[src/logic/acq_pkg.sv]
////////////////////
// acquisition package
// widths, sample and calibration types, register map,
// reset values and the register block FSM states
////////////////////

package acq_pkg;

  // sample and gain widths
  localparam int SMP_W     = 14;
  localparam int GAIN_W    = 16;
  // fixed point position of the gain
  localparam int GAIN_FRAC = 14;

  // raw converter code, offset binary with inverted slope
  typedef logic        [SMP_W-1:0]  adc_code_t;
  // signed sample
  typedef logic signed [SMP_W-1:0]  smp_t;
  // calibration gain and offset
  typedef logic signed [GAIN_W-1:0] gain_t;
  typedef logic signed [SMP_W-1:0]  offset_t;

  // configuration port
  typedef logic [3:0]  cfg_addr_t;
  typedef logic [15:0] cfg_data_t;

  // unity gain
  localparam gain_t   GAIN_RESET   = gain_t'(16384);
  localparam offset_t OFFSET_RESET = '0;

  ////////////////////
  // register map
  ////////////////////

  // loopback enables, one bit per channel
  localparam cfg_addr_t CFG_ADDR_LOOP    = 4'd0;
  // channel 0 calibration, channel 1 is one step higher
  localparam cfg_addr_t CFG_ADDR_ADC_MUL = 4'd1;
  localparam cfg_addr_t CFG_ADDR_ADC_SUM = 4'd2;
  localparam cfg_addr_t CFG_ADDR_DAC_MUL = 4'd3;
  localparam cfg_addr_t CFG_ADDR_DAC_SUM = 4'd4;
  localparam cfg_addr_t CFG_CHN_STEP     = 4'd4;

  // handshake FSM
  typedef enum logic {
    IDLE,
    ACK
  } cfg_state_t;

  // keep top bit, invert the rest
  // the same rule works both ways between code and sample
  function automatic smp_t code_to_smp(adc_code_t code);
    return {code[SMP_W-1], ~code[SMP_W-2:0]};
  endfunction

  function automatic adc_code_t smp_to_code(smp_t smp);
    return {smp[SMP_W-1], ~smp[SMP_W-2:0]};
  endfunction

endpackage

[src/logic/calib_cfg_if.sv]
////////////////////
// calibration config interface
// loopback enables, gains and offsets per channel,
// from the register block to the datapath
////////////////////

`timescale 1ns/1ps

interface calib_cfg_if #(
  parameter int CHN = 2
);

  import acq_pkg::*;

  // digital loopback enable per channel
  logic    [CHN-1:0] loop;
  // acquisition side calibration
  gain_t   [CHN-1:0] adc_mul;
  offset_t [CHN-1:0] adc_sum;
  // generator side calibration
  gain_t   [CHN-1:0] dac_mul;
  offset_t [CHN-1:0] dac_sum;

  // register block drives everything
  modport regs (
    output loop,
    output adc_mul,
    output adc_sum,
    output dac_mul,
    output dac_sum
  );

  // capture only needs the loopback enables
  modport capture (
    input loop
  );

endinterface

[src/logic/adc_capture.sv]
////////////////////
// ADC capture
// input register with code to sample conversion,
// then the digital loopback mux per channel
////////////////////

`timescale 1ns/1ps

module adc_capture #(
  parameter int CHN = 2
) (
  input  logic                          adc_clk,
  input  logic                          top_rst,
  // raw converter codes
  input  acq_pkg::adc_code_t [CHN-1:0]  adc_dat_i,
  // calibrated generator samples
  input  acq_pkg::smp_t      [CHN-1:0]  loop_dat_i,
  calib_cfg_if.capture                  cfg,
  // samples toward the calibration
  output acq_pkg::smp_t      [CHN-1:0]  smp_o
);

  import acq_pkg::*;

  smp_t [CHN-1:0] adc_smp_q;

  // input register, converted on the way in
  always_ff @(posedge adc_clk or posedge top_rst) begin
    if (top_rst) begin
      adc_smp_q <= '0;
    end else begin
      for (int ch = 0; ch < CHN; ch++) begin
        adc_smp_q[ch] <= code_to_smp(adc_dat_i[ch]);
      end
    end
  end

  // loopback select after the register
  always_comb begin
    for (int ch = 0; ch < CHN; ch++) begin
      if (cfg.loop[ch]) begin
        smp_o[ch] = loop_dat_i[ch];
      end else begin
        smp_o[ch] = adc_smp_q[ch];
      end
    end
  end

endmodule

[src/logic/analog_front_top.sv]
////////////////////
// analog front top
// ADC capture and calibration, generator calibration,
// DAC interleave and the calibration registers
////////////////////

`timescale 1ns/1ps

module analog_front_top #(
  parameter int CHN = 2
) (
  input  logic                          adc_clk,
  input  logic                          top_rst,
  // ADC
  input  acq_pkg::adc_code_t [CHN-1:0]  adc_dat_i,
  // generator samples
  input  acq_pkg::smp_t      [CHN-1:0]  gen_dat_i,
  // configuration write port
  input  logic                          cfg_req_i,
  input  acq_pkg::cfg_addr_t            cfg_addr_i,
  input  acq_pkg::cfg_data_t            cfg_wdata_i,
  output logic                          cfg_ack_o,
  // calibrated acquisition samples
  output acq_pkg::smp_t      [CHN-1:0]  acq_dat_o,
  // DAC
  output acq_pkg::adc_code_t            dac_dat_o,
  output logic                          dac_sel_o,
  output logic                          dac_rst_o
);

  import acq_pkg::*;

  // capture output, ADC or loopback
  smp_t [CHN-1:0] cap_smp;
  // calibrated generator samples
  smp_t [CHN-1:0] dac_smp;

  calib_cfg_if #(.CHN(CHN)) cfg_if ();

  ////////////////////
  // configuration
  ////////////////////

  calib_regs #(.CHN(CHN)) i_calib_regs (
    .adc_clk     (adc_clk),
    .top_rst     (top_rst),
    .cfg_req_i   (cfg_req_i),
    .cfg_addr_i  (cfg_addr_i),
    .cfg_wdata_i (cfg_wdata_i),
    .cfg_ack_o   (cfg_ack_o),
    .cfg         (cfg_if.regs)
  );

  ////////////////////
  // acquisition side
  ////////////////////

  // loopback takes the generator after its calibration
  adc_capture #(.CHN(CHN)) i_adc_capture (
    .adc_clk    (adc_clk),
    .top_rst    (top_rst),
    .adc_dat_i  (adc_dat_i),
    .loop_dat_i (dac_smp),
    .cfg        (cfg_if.capture),
    .smp_o      (cap_smp)
  );

  for (genvar ch = 0; ch < CHN; ch++) begin : g_chn
    // acquisition calibration
    linear_calib i_adc_calib (
      .adc_clk (adc_clk),
      .top_rst (top_rst),
      .smp_i   (cap_smp[ch]),
      .mul_i   (cfg_if.adc_mul[ch]),
      .sum_i   (cfg_if.adc_sum[ch]),
      .smp_o   (acq_dat_o[ch])
    );

    // generator calibration
    linear_calib i_dac_calib (
      .adc_clk (adc_clk),
      .top_rst (top_rst),
      .smp_i   (gen_dat_i[ch]),
      .mul_i   (cfg_if.dac_mul[ch]),
      .sum_i   (cfg_if.dac_sum[ch]),
      .smp_o   (dac_smp[ch])
    );
  end

  ////////////////////
  // generator side
  ////////////////////

  dac_output i_dac_output (
    .adc_clk   (adc_clk),
    .top_rst   (top_rst),
    .smp_i     (dac_smp),
    .dac_dat_o (dac_dat_o),
    .dac_sel_o (dac_sel_o),
    .dac_rst_o (dac_rst_o)
  );

endmodule

[src/logic/calib_regs.sv]
////////////////////
// calibration register block
// write only registers behind a four phase req/ack port,
// loopback enables plus gain and offset per channel
////////////////////

`timescale 1ns/1ps

module calib_regs #(
  parameter int CHN = 2
) (
  input  logic                adc_clk,
  input  logic                top_rst,
  // configuration write port
  input  logic                cfg_req_i,
  input  acq_pkg::cfg_addr_t  cfg_addr_i,
  input  acq_pkg::cfg_data_t  cfg_wdata_i,
  output logic                cfg_ack_o,
  // register outputs
  calib_cfg_if.regs           cfg
);

  import acq_pkg::*;

  cfg_state_t state_q;
  logic       wr_en;

  ////////////////////
  // handshake
  ////////////////////

  // write happens on the edge that raises ack
  assign wr_en = (state_q == IDLE) && cfg_req_i;

  always_ff @(posedge adc_clk or posedge top_rst) begin
    if (top_rst) begin
      state_q <= IDLE;
    end else begin
      case (state_q)
        // wait for the master to raise req
        IDLE: begin
          if (cfg_req_i) begin
            state_q <= ACK;
          end
        end
        // hold ack until req drops
        ACK: begin
          if (!cfg_req_i) begin
            state_q <= IDLE;
          end
        end
        default: begin
          state_q <= IDLE;
        end
      endcase
    end
  end

  assign cfg_ack_o = (state_q == ACK);

  ////////////////////
  // registers
  ////////////////////

  always_ff @(posedge adc_clk or posedge top_rst) begin
    if (top_rst) begin
      cfg.loop    <= '0;
      cfg.adc_mul <= {CHN{GAIN_RESET}};
      cfg.adc_sum <= {CHN{OFFSET_RESET}};
      cfg.dac_mul <= {CHN{GAIN_RESET}};
      cfg.dac_sum <= {CHN{OFFSET_RESET}};
    end else if (wr_en) begin
      // loopback enables in the low bits
      if (cfg_addr_i == CFG_ADDR_LOOP) begin
        cfg.loop <= cfg_wdata_i[CHN-1:0];
      end
      // per channel block of four, unknown addresses fall through
      for (int ch = 0; ch < CHN; ch++) begin
        if (cfg_addr_i == cfg_addr_t'(CFG_ADDR_ADC_MUL + CFG_CHN_STEP * ch)) begin
          cfg.adc_mul[ch] <= gain_t'(cfg_wdata_i);
        end
        if (cfg_addr_i == cfg_addr_t'(CFG_ADDR_ADC_SUM + CFG_CHN_STEP * ch)) begin
          // offsets take the low bits only
          cfg.adc_sum[ch] <= offset_t'(cfg_wdata_i[SMP_W-1:0]);
        end
        if (cfg_addr_i == cfg_addr_t'(CFG_ADDR_DAC_MUL + CFG_CHN_STEP * ch)) begin
          cfg.dac_mul[ch] <= gain_t'(cfg_wdata_i);
        end
        if (cfg_addr_i == cfg_addr_t'(CFG_ADDR_DAC_SUM + CFG_CHN_STEP * ch)) begin
          cfg.dac_sum[ch] <= offset_t'(cfg_wdata_i[SMP_W-1:0]);
        end
      end
    end
  end

endmodule

[src/logic/dac_output.sv]
////////////////////
// DAC output
// sample to DAC code, both channels interleaved
// on one bus with a toggling select, plus DAC reset
////////////////////

`timescale 1ns/1ps

module dac_output (
  input  logic                    adc_clk,
  input  logic                    top_rst,
  // calibrated generator samples, channel 0 and 1
  input  acq_pkg::smp_t [1:0]     smp_i,
  // DAC bus
  output acq_pkg::adc_code_t      dac_dat_o,
  output logic                    dac_sel_o,
  output logic                    dac_rst_o
);

  import acq_pkg::*;

  adc_code_t code_c [2];

  // same bit rule as on the ADC side
  assign code_c[0] = smp_to_code(smp_i[0]);
  assign code_c[1] = smp_to_code(smp_i[1]);

  // DAC reset, released one edge after top reset
  always_ff @(posedge adc_clk or posedge top_rst) begin
    if (top_rst) begin
      dac_rst_o <= 1'b1;
    end else begin
      dac_rst_o <= 1'b0;
    end
  end

  ////////////////////
  // interleave
  ////////////////////

  // select flips every clock
  // new select 1 carries channel 0, new select 0 carries channel 1
  always_ff @(posedge adc_clk or posedge top_rst) begin
    if (top_rst) begin
      dac_sel_o <= 1'b0;
      dac_dat_o <= '0;
    end else begin
      dac_sel_o <= ~dac_sel_o;
      if (dac_sel_o) begin
        dac_dat_o <= code_c[1];
      end else begin
        dac_dat_o <= code_c[0];
      end
    end
  end

endmodule

[src/logic/linear_calib.sv]
////////////////////
// linear calibration, one channel
// two stage pipe, product first,
// then shift, offset and saturation
////////////////////

`timescale 1ns/1ps

module linear_calib (
  input  logic              adc_clk,
  input  logic              top_rst,
  // sample in
  input  acq_pkg::smp_t     smp_i,
  // gain and offset
  input  acq_pkg::gain_t    mul_i,
  input  acq_pkg::offset_t  sum_i,
  // calibrated sample out
  output acq_pkg::smp_t     smp_o
);

  import acq_pkg::*;

  // full product width
  localparam int PRD_W = SMP_W + GAIN_W;
  // after dropping the fraction bits
  localparam int SHF_W = PRD_W - GAIN_FRAC;
  // one guard bit for the offset add
  localparam int ADD_W = SHF_W + 1;

  // saturation limits
  localparam smp_t SMP_MAX = smp_t'(8191);
  localparam smp_t SMP_MIN = smp_t'(-8192);

  logic signed [PRD_W-1:0] prd_q;
  logic signed [SHF_W-1:0] shf_c;
  logic signed [ADD_W-1:0] add_c;
  smp_t                    sat_c;

  // stage 1, signed product
  always_ff @(posedge adc_clk or posedge top_rst) begin
    if (top_rst) begin
      prd_q <= '0;
    end else begin
      prd_q <= smp_i * mul_i;
    end
  end

  // arithmetic shift by the fraction width
  assign shf_c = prd_q[PRD_W-1:GAIN_FRAC];
  // both signed, sign extended to the add width
  assign add_c = shf_c + sum_i;

  // clamp to the sample range
  always_comb begin
    if (add_c > SMP_MAX) begin
      sat_c = SMP_MAX;
    end else if (add_c < SMP_MIN) begin
      sat_c = SMP_MIN;
    end else begin
      sat_c = smp_t'(add_c);
    end
  end

  // stage 2
  always_ff @(posedge adc_clk or posedge top_rst) begin
    if (top_rst) begin
      smp_o <= '0;
    end else begin
      smp_o <= sat_c;
    end
  end

endmodule

[config.mk]
export PLATFORM = sky130hd
export DESIGN_NAME = analog_front_top
export DESIGN_NICKNAME = d
export VERILOG_FILES = /design/src/logic/acq_pkg.sv /design/src/logic/calib_cfg_if.sv /design/src/logic/adc_capture.sv /design/src/logic/analog_front_top.sv /design/src/logic/calib_regs.sv /design/src/logic/dac_output.sv /design/src/logic/linear_calib.sv
export SDC_FILE = /design/constraint.sdc
export NUM_CORES = 2
export LEC_CHECK = 0
export BUFFER_PORTS_ARGS = -buffer_cell sky130_fd_sc_hd__buf_4
export CAP_MARGIN = 15
export CORE_MARGIN = 2
export CORE_UTILIZATION = 61
export DETAILED_ROUTE_END_ITERATION = 8
export GPL_ROUTABILITY_DRIVEN = 0
export PLACE_DENSITY = 0.77
export REMOVE_ABC_BUFFERS = 1
export SLEW_MARGIN = 20
export SYNTH_ARGS = -nofsm -noshare
export SYNTH_HDL_FRONTEND = slang
export SYNTH_SLANG_ARGS = --single-unit
[constraint.sdc]
create_clock -name adc_clk -period 10.7 [get_ports adc_clk]
set_input_delay 1.605 -clock adc_clk [delete_from_list [all_inputs] [get_ports adc_clk]]
set_output_delay 1.605 -clock adc_clk [all_outputs]
set_load 0.05 [all_outputs]
==> run summary <==
Final setup TNS -> 0 ns
Post-DP HPWL -> 81,580 um
PnR worst setup slack -> 3.309 ns
Die area -> 0.07544 mm2
RSZ-0062 raised after global routing -> no
Vias in the first global route -> 32,220
Worst-Margin Slew -> 1.067 ns
I/O pins -> 124
Hold Path Class -> flop to flop
Clock sink count -> 287
Hold Crit Depth -> 1
Row Count -> 99
Initial antenna violation count -> 6
Outcome -> complete, no violations
DR iter-0 viols -> 2,017
Nets@finish -> 5,810
WL final -> 102,100 um
DRC Markers -> 0
DP Cell Count -> 5,447
CTS tree -> done
Kind of end point of the critical path -> flop
Die height -> 274.7 um
Via/cell ratio -> 5.507
Largest net degree at the start of global routing -> 128
Fin cells -> 5,500
Post-synth top area share -> 39.25%
Area leader, netlist -> fa_1
Most frequent cell after synthesis -> inv_1
Buffers added on ports -> 123
FFs w/ async S/R, synth -> 100.0%
Cell Chain, Critical Path -> mux2_2 > and2_1 > fa_1 > inv_1 > fa_1 > inv_1 > fa_1 > fa_1 > fa_1 > inv_1 > fa_1 > inv_1 > ha_1 > and4_1 > nand4_1 > a2111oi_2 > o31ai_1 > a21boi_2 > o21ai_0 > o311ai_0
Post-synth EDFFs -> 0
Place WS -> 2.937 ns
#FFs+latches synth -> 287
Crit Path Category -> flop to flop
Final hold vios -> 0
Clock root cell -> clkbuf_16
Main combinational cell family by area after synthesis -> adder cells
Share of post-route cells with drive strength above 1 -> 8.126%
WP data arrival -> 7.81 ns
Cell count after synthesis -> 4,496
Setup Viol. Count Final -> 0
Post-synthesis adder-cell area fraction -> 48.65%
Fmax -> 0.1353 GHz
Quantity of gates resized following cts -> 0
Mux contribution to synthesized area -> 4.136%
CTS Hold Bufs -> 0
Post-route ant nets -> 0
Top_reg_cell synth -> dfrtp_1
Synth unique cells -> 81
Clk Latency, worst-skew pair -> 0.61 ns
Post-Syn Area -> 0.04469 mm2
Die width -> 274.7 um
CTS buffer count -> 29
Layout area overhead -> 5.849%
Crit path max fanout -> 16
Worst reg-to-reg path cell count -> 20
Max-Cap Viols -> 0
Synth Area in Compound Gates -> 5.552%
Ys Warns -> 0
Wire per inst -> 18.56 um
Post-CTS Setup Inserts -> 0
Via Count -> 30,290
Critical Path Source Type -> flop
H-Tree Depth -> 1
Commonest cells post-synth -> inv_1, fa_1, nand2_1, ha_1, and2_1
CORE AREA -> 0.07271 mm2
Final min period -> 7.391 ns
Clock Pin Slew Worst Setup and Hold Paths -> 0.07 ns
Gr usage total -> 28.36%
Syn Area/Cell -> 9.939 um2
First-pass GRT wire length -> 168,200 um
Most Frequent Cell on Critical Path -> fa_1
Tcrit/Tclk final -> 69.07%
CP max stage delay -> 0.82 ns
Clk buf depth -> 3
Clk_skew -> 0.04857 ns
Post-synthesis simple-gate area fraction -> 12.72%
XOR/XNOR share of the synthesized area -> 2.862%
Register area share after synthesis -> 16.09%
Rel. slew slack -> 28.08%
Slowest CP cell -> dfrtp_1
Antenna cells -> 0
Top cells by area, synth -> fa_1, dfrtp_1, ha_1
First drt pass iteration count -> 6
Initial Util -> 61.46%
Final Max Tran Viols -> 0
Grt ovf -> 0
CP Data Required Time -> 11.12 ns
[cell families after synthesis]
kind of cell,count (synthesis)
fa+ha+maj,1212
buf+inv,1182
mux,166
compound gates,366
xor+xnor,146
simple gates,1136
other cells,1
flops,287
[path summary, 6_finish.rpt]
check / to / slack [ns] / start
worst max-delay path: g_chn[1].i_adc_calib.prd_q[29]$_DFF_PP0_ / 3.31 / i_calib_regs.cfg.loop[1]$_DFFE_PP0P_
worst min-delay path: i_dac_output.dac_dat_o[11]$_DFF_PP0_ / 0.45 / g_chn[1].i_dac_calib.smp_o[11]$_DFF_PP0_
worst max register to register: g_chn[1].i_adc_calib.prd_q[29]$_DFF_PP0_ / 3.31 / i_calib_regs.cfg.loop[1]$_DFFE_PP0P_
worst min register to register: i_dac_output.dac_dat_o[11]$_DFF_PP0_ / 0.45 / g_chn[1].i_dac_calib.smp_o[11]$_DFF_PP0_
max in group asynchronous: i_adc_capture.adc_smp_q[25]$_DFF_PP0_ / 7.91 / top_rst
min in group asynchronous: i_calib_regs.cfg.adc_sum[11]$_DFFE_PP0P_ / 1.18 / top_rst
[placed cells by master, fill, tap and decap left out, drive strengths merged, types with 14 or more instances in the layout]
cell type  instances
xor2              43
dfrtp            282
clkbuf            36
xnor2            103
or2               14
o21a              32
a21o              50
nor2             113
nand3             30
nor2b            109
fa               876
nand2            450
o21bai            19
nand2b            34
a21oi             80
inv             1047
mux2i             23
a211oi            17
buf              137
o21ai             79
ha               336
nor3              27
mux2             143
and2             299
[stage by stage]
step | hold slack (ns) | utilization [%] | area, um2
2_1_floorplan | 0.4173 | - | 44120
3_3_place_gp | 0.4455 | 63.76 | 46360
3_5_place_dp | 0.4483 | 63.76 | 46360
4_1_cts | 0.4377 | 65.04 | 47290
5_1_grt | 0.4444 | 65.05 | 47300
6_report | 0.4493 | 65.05 | 47300
[registers in the layout (all words and copies together), names as in the netlist]
signal / count
i_dac_output.dac_rst_o: 1
i_calib_regs.cfg_ack_o: 1
i_calib_regs.cfg.loop: 2
i_calib_regs.cfg.dac_mul: 32
g_chn.i_adc_calib.prd_q: 32
i_calib_regs.cfg.adc_sum: 28
i_dac_output.dac_dat_o: 14
i_adc_capture.adc_smp_q: 28
g_chn.i_dac_calib.smp_o: 28
g_chn.i_dac_calib.prd_q: 32
i_dac_output.dac_sel_o: 1
g_chn.i_adc_calib.smp_o: 28
i_calib_regs.cfg.dac_sum: 28
i_calib_regs.cfg.adc_mul: 32
[layer usage]
layer | track usage (%) | vias up | share of wire, %
met2 | 46.08 | 995 | 47
met4 | 7.566 | 8 | 2.9
li1 | - | 13590 | -
met5 | 0 | - | 0.041
met1 | 39.64 | 15540 | 42
met3 | 5.132 | 160 | 7.8
[critical path, delay by kind of cell, from the launching register on]
| family | cells | cell delay (ns) |
|---|---|---|
| adder cells (fa/ha/maj) | 7 | 3.26 |
| flip-flops | 1 | 0.82 |
| AND/OR/NAND/NOR | 3 | 0.67 |
| AO/OA/AOI/OAI | 5 | 1.65 |
| buffers and inverters | 4 | 0.21 |
| multiplexers | 1 | 0.58 |
[final cells by class]
type                            count  area [um2]
Timing Repair Buffer              137        1032
Fill cell                        5706       25410
Clock inverter                     17       157.7
Clock buffer                       36       772.0
Sequential cell                   287        7188
Tap cell                          959        1200
Inverter                         1037        3900
Multi-Input combinational cell   3027       33050
Power is not shown: default switching activity piles up to over one toggle a cycle in this logic, so the estimate is an artifact.
